`config.mk`:
```
export PLATFORM = sky130hd
export DESIGN_NAME = fe_mem
export DESIGN_NICKNAME = d
export VERILOG_FILES = /design/src/design/fe_mem_pkg.sv /design/src/design/fe_itlb.sv /design/src/design/fe_icache.sv /design/src/design/fe_mem.sv
export SDC_FILE = /design/constraint.sdc
export NUM_CORES = 2
export LEC_CHECK = 0
export BUFFER_PORTS_ARGS = -buffer_cell sky130_fd_sc_hd__buf_4
export CAP_MARGIN = 20
export CORE_ASPECT_RATIO = 0.5
export CORE_UTILIZATION = 38
export CTS_BUF_LIST = sky130_fd_sc_hd__clkbuf_2
export DETAILED_ROUTE_END_ITERATION = 8
export GPL_TIMING_DRIVEN = 0
export SLEW_MARGIN = 30
export SYNTH_ARGS = -nofsm -noshare
export SYNTH_HDL_FRONTEND = slang
export SYNTH_SLANG_ARGS = --single-unit
```
`constraint.sdc`:
```
create_clock -name clk_i -period 38.8 [get_ports clk_i]
set_input_delay 7.76 -clock clk_i [delete_from_list [all_inputs] [get_ports clk_i]]
set_output_delay 7.76 -clock clk_i [all_outputs]
set_load 0.1 [all_outputs]
```
`src/design/fe_mem_pkg.sv`:
```
package fe_mem_pkg;

   // ####################################################################
   // address and data widths
   // ####################################################################

   localparam int VADDR_W     = 20;
   localparam int PADDR_W     = 20;
   localparam int PAGE_OFFS_W = 12;   // 4 KB pages.
   localparam int VTAG_W      = VADDR_W - PAGE_OFFS_W;
   localparam int PTAG_W      = PADDR_W - PAGE_OFFS_W;
   localparam int INSTR_W     = 32;
   localparam int LINE_W      = 128;  // four words.
   localparam int LINE_OFFS_W = 4;    // byte offset within a line.

   typedef logic [VADDR_W-1:0] vaddr_t;
   typedef logic [PADDR_W-1:0] paddr_t;
   typedef logic [VTAG_W-1:0]  vtag_t;
   typedef logic [PTAG_W-1:0]  ptag_t;
   typedef logic [INSTR_W-1:0] instr_t;
   typedef logic [LINE_W-1:0]  line_t;

   // ####################################################################
   // encodings
   // ####################################################################

   typedef enum logic [1:0]
   {
      op_fetch,
      op_tlb_fill,
      op_tlb_fence
   } fe_op_e;

   typedef enum logic [1:0]
   {
      priv_u = 2'd0,
      priv_s = 2'd1,
      priv_m = 2'd3
   } priv_e;

   typedef enum logic [1:0]
   {
      fill_idle,
      fill_req,
      fill_wait_drop   // ack still high from the last line.
   } fill_state_e;

   // ####################################################################
   // command, response and translation records
   // ####################################################################

   typedef struct packed
   {
      ptag_t ptag;
      logic  u;    // user page.
      logic  x;    // executable.
      logic  uc;   // uncached.
   } tlb_entry_s;

   typedef struct packed
   {
      fe_op_e     op;
      vaddr_t     vaddr;
      vtag_t      fill_vtag;
      tlb_entry_s fill_entry;
   } mem_cmd_s;

   typedef struct packed
   {
      logic   itlb_miss;
      logic   page_fault;
      logic   access_fault;
      logic   icache_miss;
      instr_t data;
   } mem_resp_s;

endpackage

```
`src/design/fe_itlb.sv`:
```
`timescale 1ns/1ns

module fe_itlb
   import fe_mem_pkg::*;
#(
   parameter int ITLB_ELS = 4
)
(
   input  logic       clk_i,
   input  logic       rst_n_i,
   input  logic       flush_i,
   input  logic       lookup_i,
   input  logic       fill_i,
   input  vtag_t      vtag_i,
   input  tlb_entry_s entry_i,
   output logic       hit_o,
   output tlb_entry_s entry_o
);

   localparam int PTR_W = $clog2(ITLB_ELS);

   logic [ITLB_ELS-1:0] valid_r;
   vtag_t               vtag_r  [ITLB_ELS];
   tlb_entry_s          entry_r [ITLB_ELS];
   logic [PTR_W-1:0]    rr_ptr_r;

   logic [ITLB_ELS-1:0] match;
   logic [PTR_W-1:0]    match_idx;
   logic [PTR_W-1:0]    wr_idx;

   // fully associative match, shared by lookup and fill.
   always_comb
   begin
      match_idx = '0;
      for (int i = 0; i < ITLB_ELS; i++)
      begin
         match[i] = valid_r[i] && (vtag_r[i] == vtag_i);
         if (match[i])
            match_idx = PTR_W'(i);
      end
   end

   assign hit_o   = lookup_i && (|match);
   assign entry_o = entry_r[match_idx];

   // same vtag is overwritten in place.
   assign wr_idx = (|match) ? match_idx : rr_ptr_r;

   always_ff @(posedge clk_i)
   begin
      if (!rst_n_i)
      begin
         valid_r  <= '0;
         rr_ptr_r <= '0;
      end
      else if (flush_i)
         valid_r <= '0;
      else if (fill_i)
      begin
         valid_r[wr_idx] <= 1'b1;
         if (!(|match))
            rr_ptr_r <= rr_ptr_r + 1'b1; // wraps, ITLB_ELS is a power of two.
      end
   end

   always_ff @(posedge clk_i)
   begin
      if (fill_i)
      begin
         vtag_r[wr_idx]  <= vtag_i;
         entry_r[wr_idx] <= entry_i;
      end
   end

   // fe_mem only takes a fill with stage one empty.
   a_fill_not_lookup: assert property (@(posedge clk_i) disable iff (!rst_n_i)
      !(fill_i && lookup_i));

endmodule

```
`src/design/fe_icache.sv`:
```
`timescale 1ns/1ns

module fe_icache
   import fe_mem_pkg::*;
#(
   parameter int ICACHE_SETS = 16
)
(
   input  logic   clk_i,
   input  logic   rst_n_i,
   input  logic   lookup_i,
   input  vaddr_t vaddr_i,
   input  ptag_t  ptag_i,
   output logic   hit_o,
   output instr_t data_o,
   input  logic   alloc_i,
   input  logic   kill_i,
   output logic   idle_o,
   output logic   mem_req_o,
   output paddr_t mem_addr_o,
   input  logic   mem_ack_i,
   input  line_t  mem_data_i
);

   localparam int IDX_W = $clog2(ICACHE_SETS);
   localparam int TAG_W = PADDR_W - LINE_OFFS_W - IDX_W;

   logic [ICACHE_SETS-1:0] valid_r;
   logic [TAG_W-1:0]       tag_r  [ICACHE_SETS];
   line_t                  line_r [ICACHE_SETS];

   fill_state_e            state_r;
   paddr_t                 fill_addr_r;

   paddr_t                 lkup_paddr;
   logic [IDX_W-1:0]       lkup_idx;
   logic [TAG_W-1:0]       lkup_tag;
   logic [1:0]             lkup_word;
   logic                   lkup_hit;
   logic [IDX_W-1:0]       fill_idx;
   logic                   start_fill;
   logic                   line_done;

   // ####################################################################
   // lookup
   // ####################################################################

   // index bits sit inside the page offset, so vaddr and paddr agree there.
   assign lkup_paddr = {ptag_i, vaddr_i[PAGE_OFFS_W-1:0]};
   assign lkup_idx   = vaddr_i[LINE_OFFS_W +: IDX_W];
   assign lkup_word  = vaddr_i[LINE_OFFS_W-1:2];
   assign lkup_tag   = lkup_paddr[PADDR_W-1 -: TAG_W];
   assign lkup_hit   = valid_r[lkup_idx] && (tag_r[lkup_idx] == lkup_tag);

   always_ff @(posedge clk_i)
   begin
      if (!rst_n_i)
         hit_o <= 1'b0;
      else
         hit_o <= lookup_i && lkup_hit;
   end

   always_ff @(posedge clk_i)
   begin
      if (lookup_i)
         data_o <= line_r[lkup_idx][lkup_word*INSTR_W +: INSTR_W];
   end

   // ####################################################################
   // line fill, four-phase req/ack
   // ####################################################################

   assign idle_o     = (state_r == fill_idle);
   assign mem_req_o  = (state_r == fill_req);
   assign mem_addr_o = fill_addr_r;

   assign start_fill = idle_o && lookup_i && alloc_i && !kill_i && !lkup_hit;
   assign line_done  = mem_req_o && mem_ack_i;
   assign fill_idx   = fill_addr_r[LINE_OFFS_W +: IDX_W];

   always_ff @(posedge clk_i)
   begin
      if (!rst_n_i)
         state_r <= fill_idle;
      else
      begin
         case (state_r)
            fill_idle:
               if (start_fill)
                  state_r <= fill_req;
            fill_req:
               if (mem_ack_i)
                  state_r <= fill_wait_drop; // data taken, drop req.
            fill_wait_drop:
               if (!mem_ack_i)
                  state_r <= fill_idle;
            default:
               state_r <= fill_idle;
         endcase
      end
   end

   always_ff @(posedge clk_i)
   begin
      if (!rst_n_i)
         valid_r <= '0;
      else if (line_done)
         valid_r[fill_idx] <= 1'b1;
   end

   always_ff @(posedge clk_i)
   begin
      if (start_fill)
         fill_addr_r <= {lkup_paddr[PADDR_W-1:LINE_OFFS_W], {LINE_OFFS_W{1'b0}}};
      if (line_done)
      begin
         tag_r[fill_idx]  <= fill_addr_r[PADDR_W-1 -: TAG_W];
         line_r[fill_idx] <= mem_data_i;
      end
   end

   // the memory must answer before the request goes away.
   a_req_held: assert property (@(posedge clk_i) disable iff (!rst_n_i)
      mem_req_o && !mem_ack_i |=> mem_req_o);

endmodule

```
`src/design/fe_mem.sv`:
```
`timescale 1ns/1ns

module fe_mem
   import fe_mem_pkg::*;
#(
   parameter int ITLB_ELS    = 4,
   parameter int ICACHE_SETS = 16
)
(
   input  logic      clk_i,
   input  logic      rst_n_i,
   input  mem_cmd_s  cmd_i,
   input  logic      cmd_v_i,
   output logic      cmd_yumi_o,
   input  priv_e     priv_i,
   input  logic      poison_i,
   output mem_resp_s resp_o,
   output logic      resp_v_o,
   input  logic      resp_ready_i,
   output logic      mem_req_o,
   output paddr_t    mem_addr_o,
   input  logic      mem_ack_i,
   input  line_t     mem_data_i
);

   logic       take_fetch;
   logic       take_fill;
   logic       take_fence;

   logic       s1_v_r;
   vaddr_t     s1_vaddr_r;
   priv_e      s1_priv_r;
   vtag_t      tlb_vtag;
   logic       tlb_hit;
   tlb_entry_s tlb_entry;
   logic       priv_bad;
   logic       s1_page_fault;
   logic       alloc;

   logic       s2_v_r;
   logic       s2_itlb_miss_r;
   logic       s2_page_fault_r;
   logic       s2_access_fault_r;
   logic       s2_clean;
   logic       icache_hit;
   instr_t     icache_data;
   logic       icache_idle;

   // ####################################################################
   // command accept
   // ####################################################################

   assign cmd_yumi_o = cmd_v_i && !s1_v_r && !s2_v_r && !resp_v_o && icache_idle;

   assign take_fetch = cmd_yumi_o && (cmd_i.op == op_fetch);
   assign take_fill  = cmd_yumi_o && (cmd_i.op == op_tlb_fill);
   assign take_fence = cmd_yumi_o && (cmd_i.op == op_tlb_fence);

   always_ff @(posedge clk_i)
   begin
      if (!rst_n_i)
         s1_v_r <= 1'b0;
      else
         s1_v_r <= take_fetch;
   end

   always_ff @(posedge clk_i)
   begin
      if (take_fetch)
      begin
         s1_vaddr_r <= cmd_i.vaddr;
         s1_priv_r  <= priv_i;
      end
   end

   // ####################################################################
   // stage one: translate, check, look up the cache
   // ####################################################################

   assign tlb_vtag = take_fill ? cmd_i.fill_vtag : s1_vaddr_r[VADDR_W-1 -: VTAG_W];

   fe_itlb #(
      .ITLB_ELS (ITLB_ELS)
   ) i_itlb (
      .clk_i    (clk_i),
      .rst_n_i  (rst_n_i),
      .flush_i  (take_fence),
      .lookup_i (s1_v_r),
      .fill_i   (take_fill),
      .vtag_i   (tlb_vtag),
      .entry_i  (cmd_i.fill_entry),
      .hit_o    (tlb_hit),
      .entry_o  (tlb_entry)
   );

   // machine mode is never checked.
   assign priv_bad = ((s1_priv_r == priv_u) && !tlb_entry.u)
                  || ((s1_priv_r == priv_s) && tlb_entry.u);
   assign s1_page_fault = !tlb_entry.x || priv_bad;
   assign alloc = s1_v_r && tlb_hit && !s1_page_fault && !tlb_entry.uc;

   fe_icache #(
      .ICACHE_SETS (ICACHE_SETS)
   ) i_icache (
      .clk_i      (clk_i),
      .rst_n_i    (rst_n_i),
      .lookup_i   (s1_v_r),
      .vaddr_i    (s1_vaddr_r),
      .ptag_i     (tlb_entry.ptag),
      .hit_o      (icache_hit),
      .data_o     (icache_data),
      .alloc_i    (alloc),
      .kill_i     (poison_i),
      .idle_o     (icache_idle),
      .mem_req_o  (mem_req_o),
      .mem_addr_o (mem_addr_o),
      .mem_ack_i  (mem_ack_i),
      .mem_data_i (mem_data_i)
   );

   always_ff @(posedge clk_i)
   begin
      if (!rst_n_i)
         s2_v_r <= 1'b0;
      else
         s2_v_r <= s1_v_r && !poison_i; // poisoned fetch vanishes here.
   end

   // a tlb miss masks the other faults.
   always_ff @(posedge clk_i)
   begin
      s2_itlb_miss_r    <= !tlb_hit;
      s2_page_fault_r   <= tlb_hit && s1_page_fault;
      s2_access_fault_r <= tlb_hit && tlb_entry.uc;
   end

   // ####################################################################
   // stage two: build and hold the response
   // ####################################################################

   assign s2_clean = !s2_itlb_miss_r && !s2_page_fault_r && !s2_access_fault_r;

   always_ff @(posedge clk_i)
   begin
      if (!rst_n_i)
         resp_v_o <= 1'b0;
      else if (s2_v_r)
         resp_v_o <= 1'b1;
      else if (resp_ready_i)
         resp_v_o <= 1'b0;
   end

   always_ff @(posedge clk_i)
   begin
      if (s2_v_r)
      begin
         resp_o.itlb_miss    <= s2_itlb_miss_r;
         resp_o.page_fault   <= s2_page_fault_r;
         resp_o.access_fault <= s2_access_fault_r;
         resp_o.icache_miss  <= s2_clean && !icache_hit;
         resp_o.data         <= (s2_clean && icache_hit) ? icache_data : '0;
      end
   end

   a_resp_stable: assert property (@(posedge clk_i) disable iff (!rst_n_i)
      resp_v_o && !resp_ready_i |=> resp_v_o && $stable(resp_o));

endmodule

```
Yosys cells after proc, flatten, opt, wreduce, memory -nomap -nowiden
Memories as Yosys holds them, arrays and structs flattened. A register that Yosys moved wholly into a read port is not among the register bits.
Cells that the tools add are included.
{ "op_classes": {"add_sub_neg": 1, "n_mul": 0, "div_mod_pow": 0, "magnitude_cmp": 5, "eq_ne": 13, "shift": 1, "mux": 23, "bitwise_logic": 5, "n_reduce_logical": 57} }
{ "ops": {"columns": ["operator", "n"], "rows": [
  ["128-bit by 8-bit variable part select with 32-bit output", 1],
  ["1-bit logical AND", 33],
  ["8-bit equality test", 4],
  ["16-bit bitwise OR", 1],
  ["1-bit logical NOT", 14],
  ["12-bit equality test", 1],
  ["2-bit 2-to-1 mux", 6],
  ["4-bit by 5-bit less-than comparator with 1-bit output (second input constant)", 2],
  ["1-bit 2-to-1 mux", 10],
  ["4-bit 2-to-1 mux", 2],
  ["8-bit 2-to-1 mux", 1],
  ["2-bit by 1-bit equality test with 1-bit output (second input constant)", 3],
  ["2-bit logical NOT", 3],
  ["2-bit inequality test (second input constant)", 3],
  ["2-bit one-hot mux with 3 select lines", 1],
  ["3-bit AND reduction", 2],
  ["1-bit binary-select mux with 4-bit select", 1],
  ["1-bit demux with 4-bit select", 1],
  ["2-bit equality test (second input constant)", 2],
  ["4-bit by 1-bit greater-or-equal comparator with 1-bit output (second input constant)", 1],
  ["4-bit bitwise OR", 1],
  ["4-bit OR reduction", 1],
  ["2-bit by 3-bit less-than comparator with 1-bit output (second input constant)", 1],
  ["1-bit inverter", 3],
  ["other kinds (6)", 7]
]} }
{ "word_totals": {"ff_bits": 137, "latch_bits": 0, "mem_bits_rw": 2316, "romBits": 0, "inputBits": 177, "output_inout_bits": 59, "wordCells": 129, "memories": 4} }
{ "memory_table": {"columns": ["name", "words", "width", "rd", "rd_ports_with_merged_regs", "wr", "line", "rtl"], "rows": [
  ["i_icache.line_r", 16, 128, 1, 1, 1, "fe_icache.sv:30", "line_t line_r [ICACHE_SETS];"],
  ["i_icache.tag_r", 16, 12, 1, 1, 1, "fe_icache.sv:29", "logic [TAG_W-1:0] tag_r [ICACHE_SETS];"],
  ["i_itlb.entry_r", 4, 11, 1, 0, 1, "fe_itlb.sv:24", "tlb_entry_s entry_r [ITLB_ELS];"],
  ["i_itlb.vtag_r", 4, 8, 4, 0, 1, "fe_itlb.sv:23", "vtag_t vtag_r [ITLB_ELS];"]
]} }

Longest topological paths before layout
An unclocked memory read counts as a cell.
{ "logic_depth": {"depth_word": 25, "ltp_mapped": 14, "ltp_nobuf": 11} }

By module
From an unflattened synthesis, not the netlist that was laid out.
{ "unflattened": {"cells_unflattened": 3725, "area_unflattened_um2": 93114.3} }
{ "by_module_without_submodules": {"columns": ["mod", "n_inst", "cells_per_inst", "area_each_um2", "seq_area_each_um2"], "rows": [
  ["fe_icache", 1, 3382, 87355.0, 69086.3],
  ["fe_itlb", 1, 215, 3408.3, 2402.3],
  ["fe_mem", 1, 128, 2351.0, 1861.8]
]} }

Worst setup path before layout
No wires, ideal clock.
{ "synth_timing": {"path_type": "input -> register", "start": "in mem_ack_i", "end": "mem i_icache.line_r[0][0] in the netlist's numbering, enable pin", "setup_ns": 0.813, "t_arrival_ns": 17.737, "required_ns": 37.987, "setup_slack_ns": 20.250, "path_stages": 3, "n_path_buf": 0, "path_cell_list": "nand2_1 > or3_1 > nor3_1"} }
{ "synth_via": {"elab_chain_len": 3} }
{ "synth_rtl": {"columns": ["element", "line", "rtl"], "rows": [
  ["start, declared", "fe_mem.sv:22", "input logic mem_ack_i,"],
  ["1-bit logical AND", "fe_icache.sv:78", "assign line_done = mem_req_o && mem_ack_i;"],
  ["1-bit 2-to-1 mux", "fe_icache.sv:115", "if (line_done)"],
  ["1-bit 2-to-1 mux (not written as such)", "fe_icache.sv:118", "line_r[fill_idx] <= mem_data_i;"],
  ["end, declared", "fe_icache.sv:30", null]
]} }
Every way passes these cells.

Worst setup path in the final report
{ "layout_timing": {"start": "in cmd_v_i", "end": "out cmd_yumi_o"} }
{ "layout_via": {"elab_chain_len": 4} }
{ "layout_rtl": {"columns": ["element", "line", "rtl"], "rows": [
  ["start, declared", "fe_mem.sv:13", "input logic cmd_v_i,"],
  ["1-bit logical AND (4 in series)", "fe_mem.sv:53", "assign cmd_yumi_o = cmd_v_i && !s1_v_r && !s2_v_r && !resp_v_o && icache_idle;"],
  ["end, declared", "fe_mem.sv:14", "output logic cmd_yumi_o,"]
]} }
Every way passes these cells.

==> metrics.txt <==
status complete, but fails checks; violated checks design-rule violations; worst slew pin tran 1.04 ns; All-Layer GR Usage 20.1%; routed length per instance a little under 30 um; fin cells 8,454; Final #Nets 5,008; cells after synthesis 3,766; Filler cells between 20,000 and 25,000; ys flop type edfxtp_1; final hold violations 0; post-CTS setup buffers 0; Reg2Reg Setup Slack 33.19 ns; Post-Route WL ~250,000 um; via count 46,467; pin count of the biggest net entering global routing 33; Die Y 352 um; Initial Utilization a little under two fifths; IO Count 236; DP HPWL 169,000 um; switch share 23.9%; CTS Hold Bufs 0; fmax 60.0 MHz; Crit Path Max Fanout 10; Seq cells post-synth 2,455; P_leak ~0.035 uW; row cnt 128; unrepaired setup endpoints after global routing no; Yosys warning count 0; final setup TNS 0 ns; proportion of power drawn by flip-flops and latches around three fifths; min cycle time layout between 15 and 20 ns; Core Area between 200,000 and 250,000 um^2; largest cells by area after synthesis edfxtp_1 (78%), mux4_2 (18%), dfxtp_1 (0.75%), clkbuf_1 (0.47%), xnor2_1 (0.39%); Avg Vias per Cell 5.50; required time worst endpoint around 31 ns; worst reg2reg endpoint i_icache.data_o[2]; Final Cycle Share 43.0%; Clock power frac between 30% and 40%; Die Wd 702 um; Reg clk slew, reported paths 0.09 ns; Detailed Routing Iterations Pass 1 7; crit path capture type primary output; Max Clock Skew 0.177 ns; antenna-violating nets left 0; global-route wire length before repair around 350,000 um; placed cell count 7,522; H-tree depth 6; most frequent cell after synthesis edfxtp_1; share of layout cells above drive strength 1 about 43%; drt drc 4; TritonCTS Sinks 2,455; R2R cell count 8; max cap viols 0; HP Class reg -> reg; CTS tree built; DIE AREA 247,000 um^2; clock buffer depth 4; FFs w/ async S/R, synth 0%; Resize count post-CTS 0; number of global-route vias before repair 47,747; NetSw between 1000 and 1500 uW; clock root buffer clkbuf_2; Post-synth top cells edfxtp_1 (2,420), mux4_2 (728), clkbuf_1 (116), buf_1 (47), xnor2_1 (42); pwr dens 43.3 nW/um^2; area growth from synthesis to layout 16.9%; top-area cell type share of the netlist area 78.0%; Placer Congestion a little over 0.8; Port Buf Inserts 229; Post-synth EDFFs 2,420; Worst VDD drop 0.0000224 V; Worst Hold End i_itlb.valid_r[3]; worst skew pair latency 1.66 ns; Worst Hold Depth 1; CTS Buf Count 557; synthesized cell area between 90,000 and 100,000 um^2; Setup CP Type in -> out; Final Max Tran Viols 0; crit path launch type input port; Cell variety after synth 57; Seq/Total Area, Yosys 78.8%; Final Setup Violations 0; hold path startpoint i_itlb.valid_r[3]; logic gate share of total power 4.9%; initial antenna violation count 43; initial DRC count 5,735; Fin Hold WS 0.477 ns; Slew headroom between 30% and 40%; grt ovf 0; Pint 3590 uW; area leader, netlist edfxtp_1; Avg Synthesized Cell Area 24.7 um^2; crit path DAT 8.91 ns
-- power groups by stage --
stage,Combinational (uW),Clock (uW),Sequential [uW]
floorplan,120,0,2970
global placement,221,0,2970
detailed placement,230,0,2970
CTS,230,1620,2910
global route,242,1750,2910
finish,229,1580,2910
-- cell usage in the layout, fill, tap and decap left out, types with 5 or more instances in the layout --
cell type	count
nand3_1	10
nor3_2	5
buf_6	12
clkinv_2	6
dfxtp_1	33
diode_2	13
clkbuf_2	880
clkbuf_1	59
xnor2_1	42
mux2_2	17
buf_12	5
clkinv_1	69
and2_1	37
nor2_4	17
and3_1	5
bufinv_16	5
a21oi_1	16
xor2_1	16
a22o_1	6
nor2_1	18
edfxtp_1	2420
nand4_1	5
nand2_1	40
mux2i_1	19
buf_4	345
inv_2	13
o21a_1	23
inv_1	15
o21ai_0	20
nand2b_1	11
buf_8	6
a211oi_1	5
buf_16	138
nor2b_1	8
nor4_1	9
mux4_2	728
buf_2	64
-- flip-flops by register name, indices dropped and copies added (netlist names), 2 cells and up, named ones only --
register and cells:
i_itlb.entry_r 44, i_icache.line_r 2048, i_itlb.vtag_r 32, i_itlb.rr_ptr_r 2, i_itlb.valid_r 4, i_icache.tag_r 192
i_icache.state_r 2, i_icache.valid_r 16, resp_o 36, i_icache.mem_addr_o 16, i_icache.data_o 32, s1_vaddr_r 18
s1_priv_r 2
-- metrics by stage --
stage | worst slack (ns) | total power (uW) | utilization (%) | area (um^2)
2_1_floorplan | 20.25 | 3090 | - | 93200
6_report | 22.13 | 4720 | 44.7 | 109000
3_3_place_gp | 6.01 | 3190 | 40.6 | 99000
4_1_cts | 22.14 | 4760 | 44.7 | 109000
3_5_place_dp | 22.14 | 3200 | 42.8 | 104000
5_1_grt | 22.02 | 4900 | 44.7 | 109000
-- how the worst max path moves through the flow --
stage | slack [ns] | from | cells after the start | to
global placement | 6.01 | mem_ack_i | 4 | i_icache.line_r[0][119]
finish | 22.13 | cmd_v_i | 6 | cmd_yumi_o
CTS | 22.14 | cmd_v_i | 6 | cmd_yumi_o
global route | 22.02 | cmd_v_i | 6 | cmd_yumi_o
detailed placement | 22.14 | cmd_v_i | 6 | cmd_yumi_o
floorplan | 20.25 | mem_ack_i | 3 | i_icache.line_r[0][0]
-- final cells by class --
cell class	instances	area [um^2]	area share [%]
Sequential cell	2455	73400	67.4
Clock buffer	822	4110	3.78
Tap cell	3250	4070	3.73
Buffer	185	861	0.791
Multi-Input combinational cell	1114	19200	17.6
Timing Repair Buffer	503	6690	6.14
Clock inverter	97	518	0.476
Inverter	15	56.3	0.0517
Antenna cell	13	32.5	0.0299
-- critical path: stages --
cell and delay (ns):
buf_4 0.10, nor4b_2 0.26, buf_2 0.28, nand2_1 0.14, inv_1 0.08, buf_4 0.28
-- cells by family (layout without fill, tap and decap cells) --
logic type / after synthesis / count (layout) / synth area share, %
AND/OR/NAND/NOR: 188 / 188 / 1.10
AO/OA/AOI/OAI: 99 / 99 / 0.717
other: 1 / 17 / 0.00403
flip-flops: 2455 / 2455 / 78.8
XOR/XNOR: 58 / 58 / 0.545
buffers and inverters: 200 / 1622 / 0.846
multiplexers: 765 / 765 / 18.0
-- per-layer routing --
layer  vias to the layer above  GRT usage (%)  share of wire (%)
met5                         -              0              0.081
met4                        32           5.57                2.2
met3                       405           5.14                9.6
met2                      2533           31.5                 47
met1                     24744           28.0                 41
li1                      18753              -                  -
No activity file was read; power rests on OpenSTA's default activity.
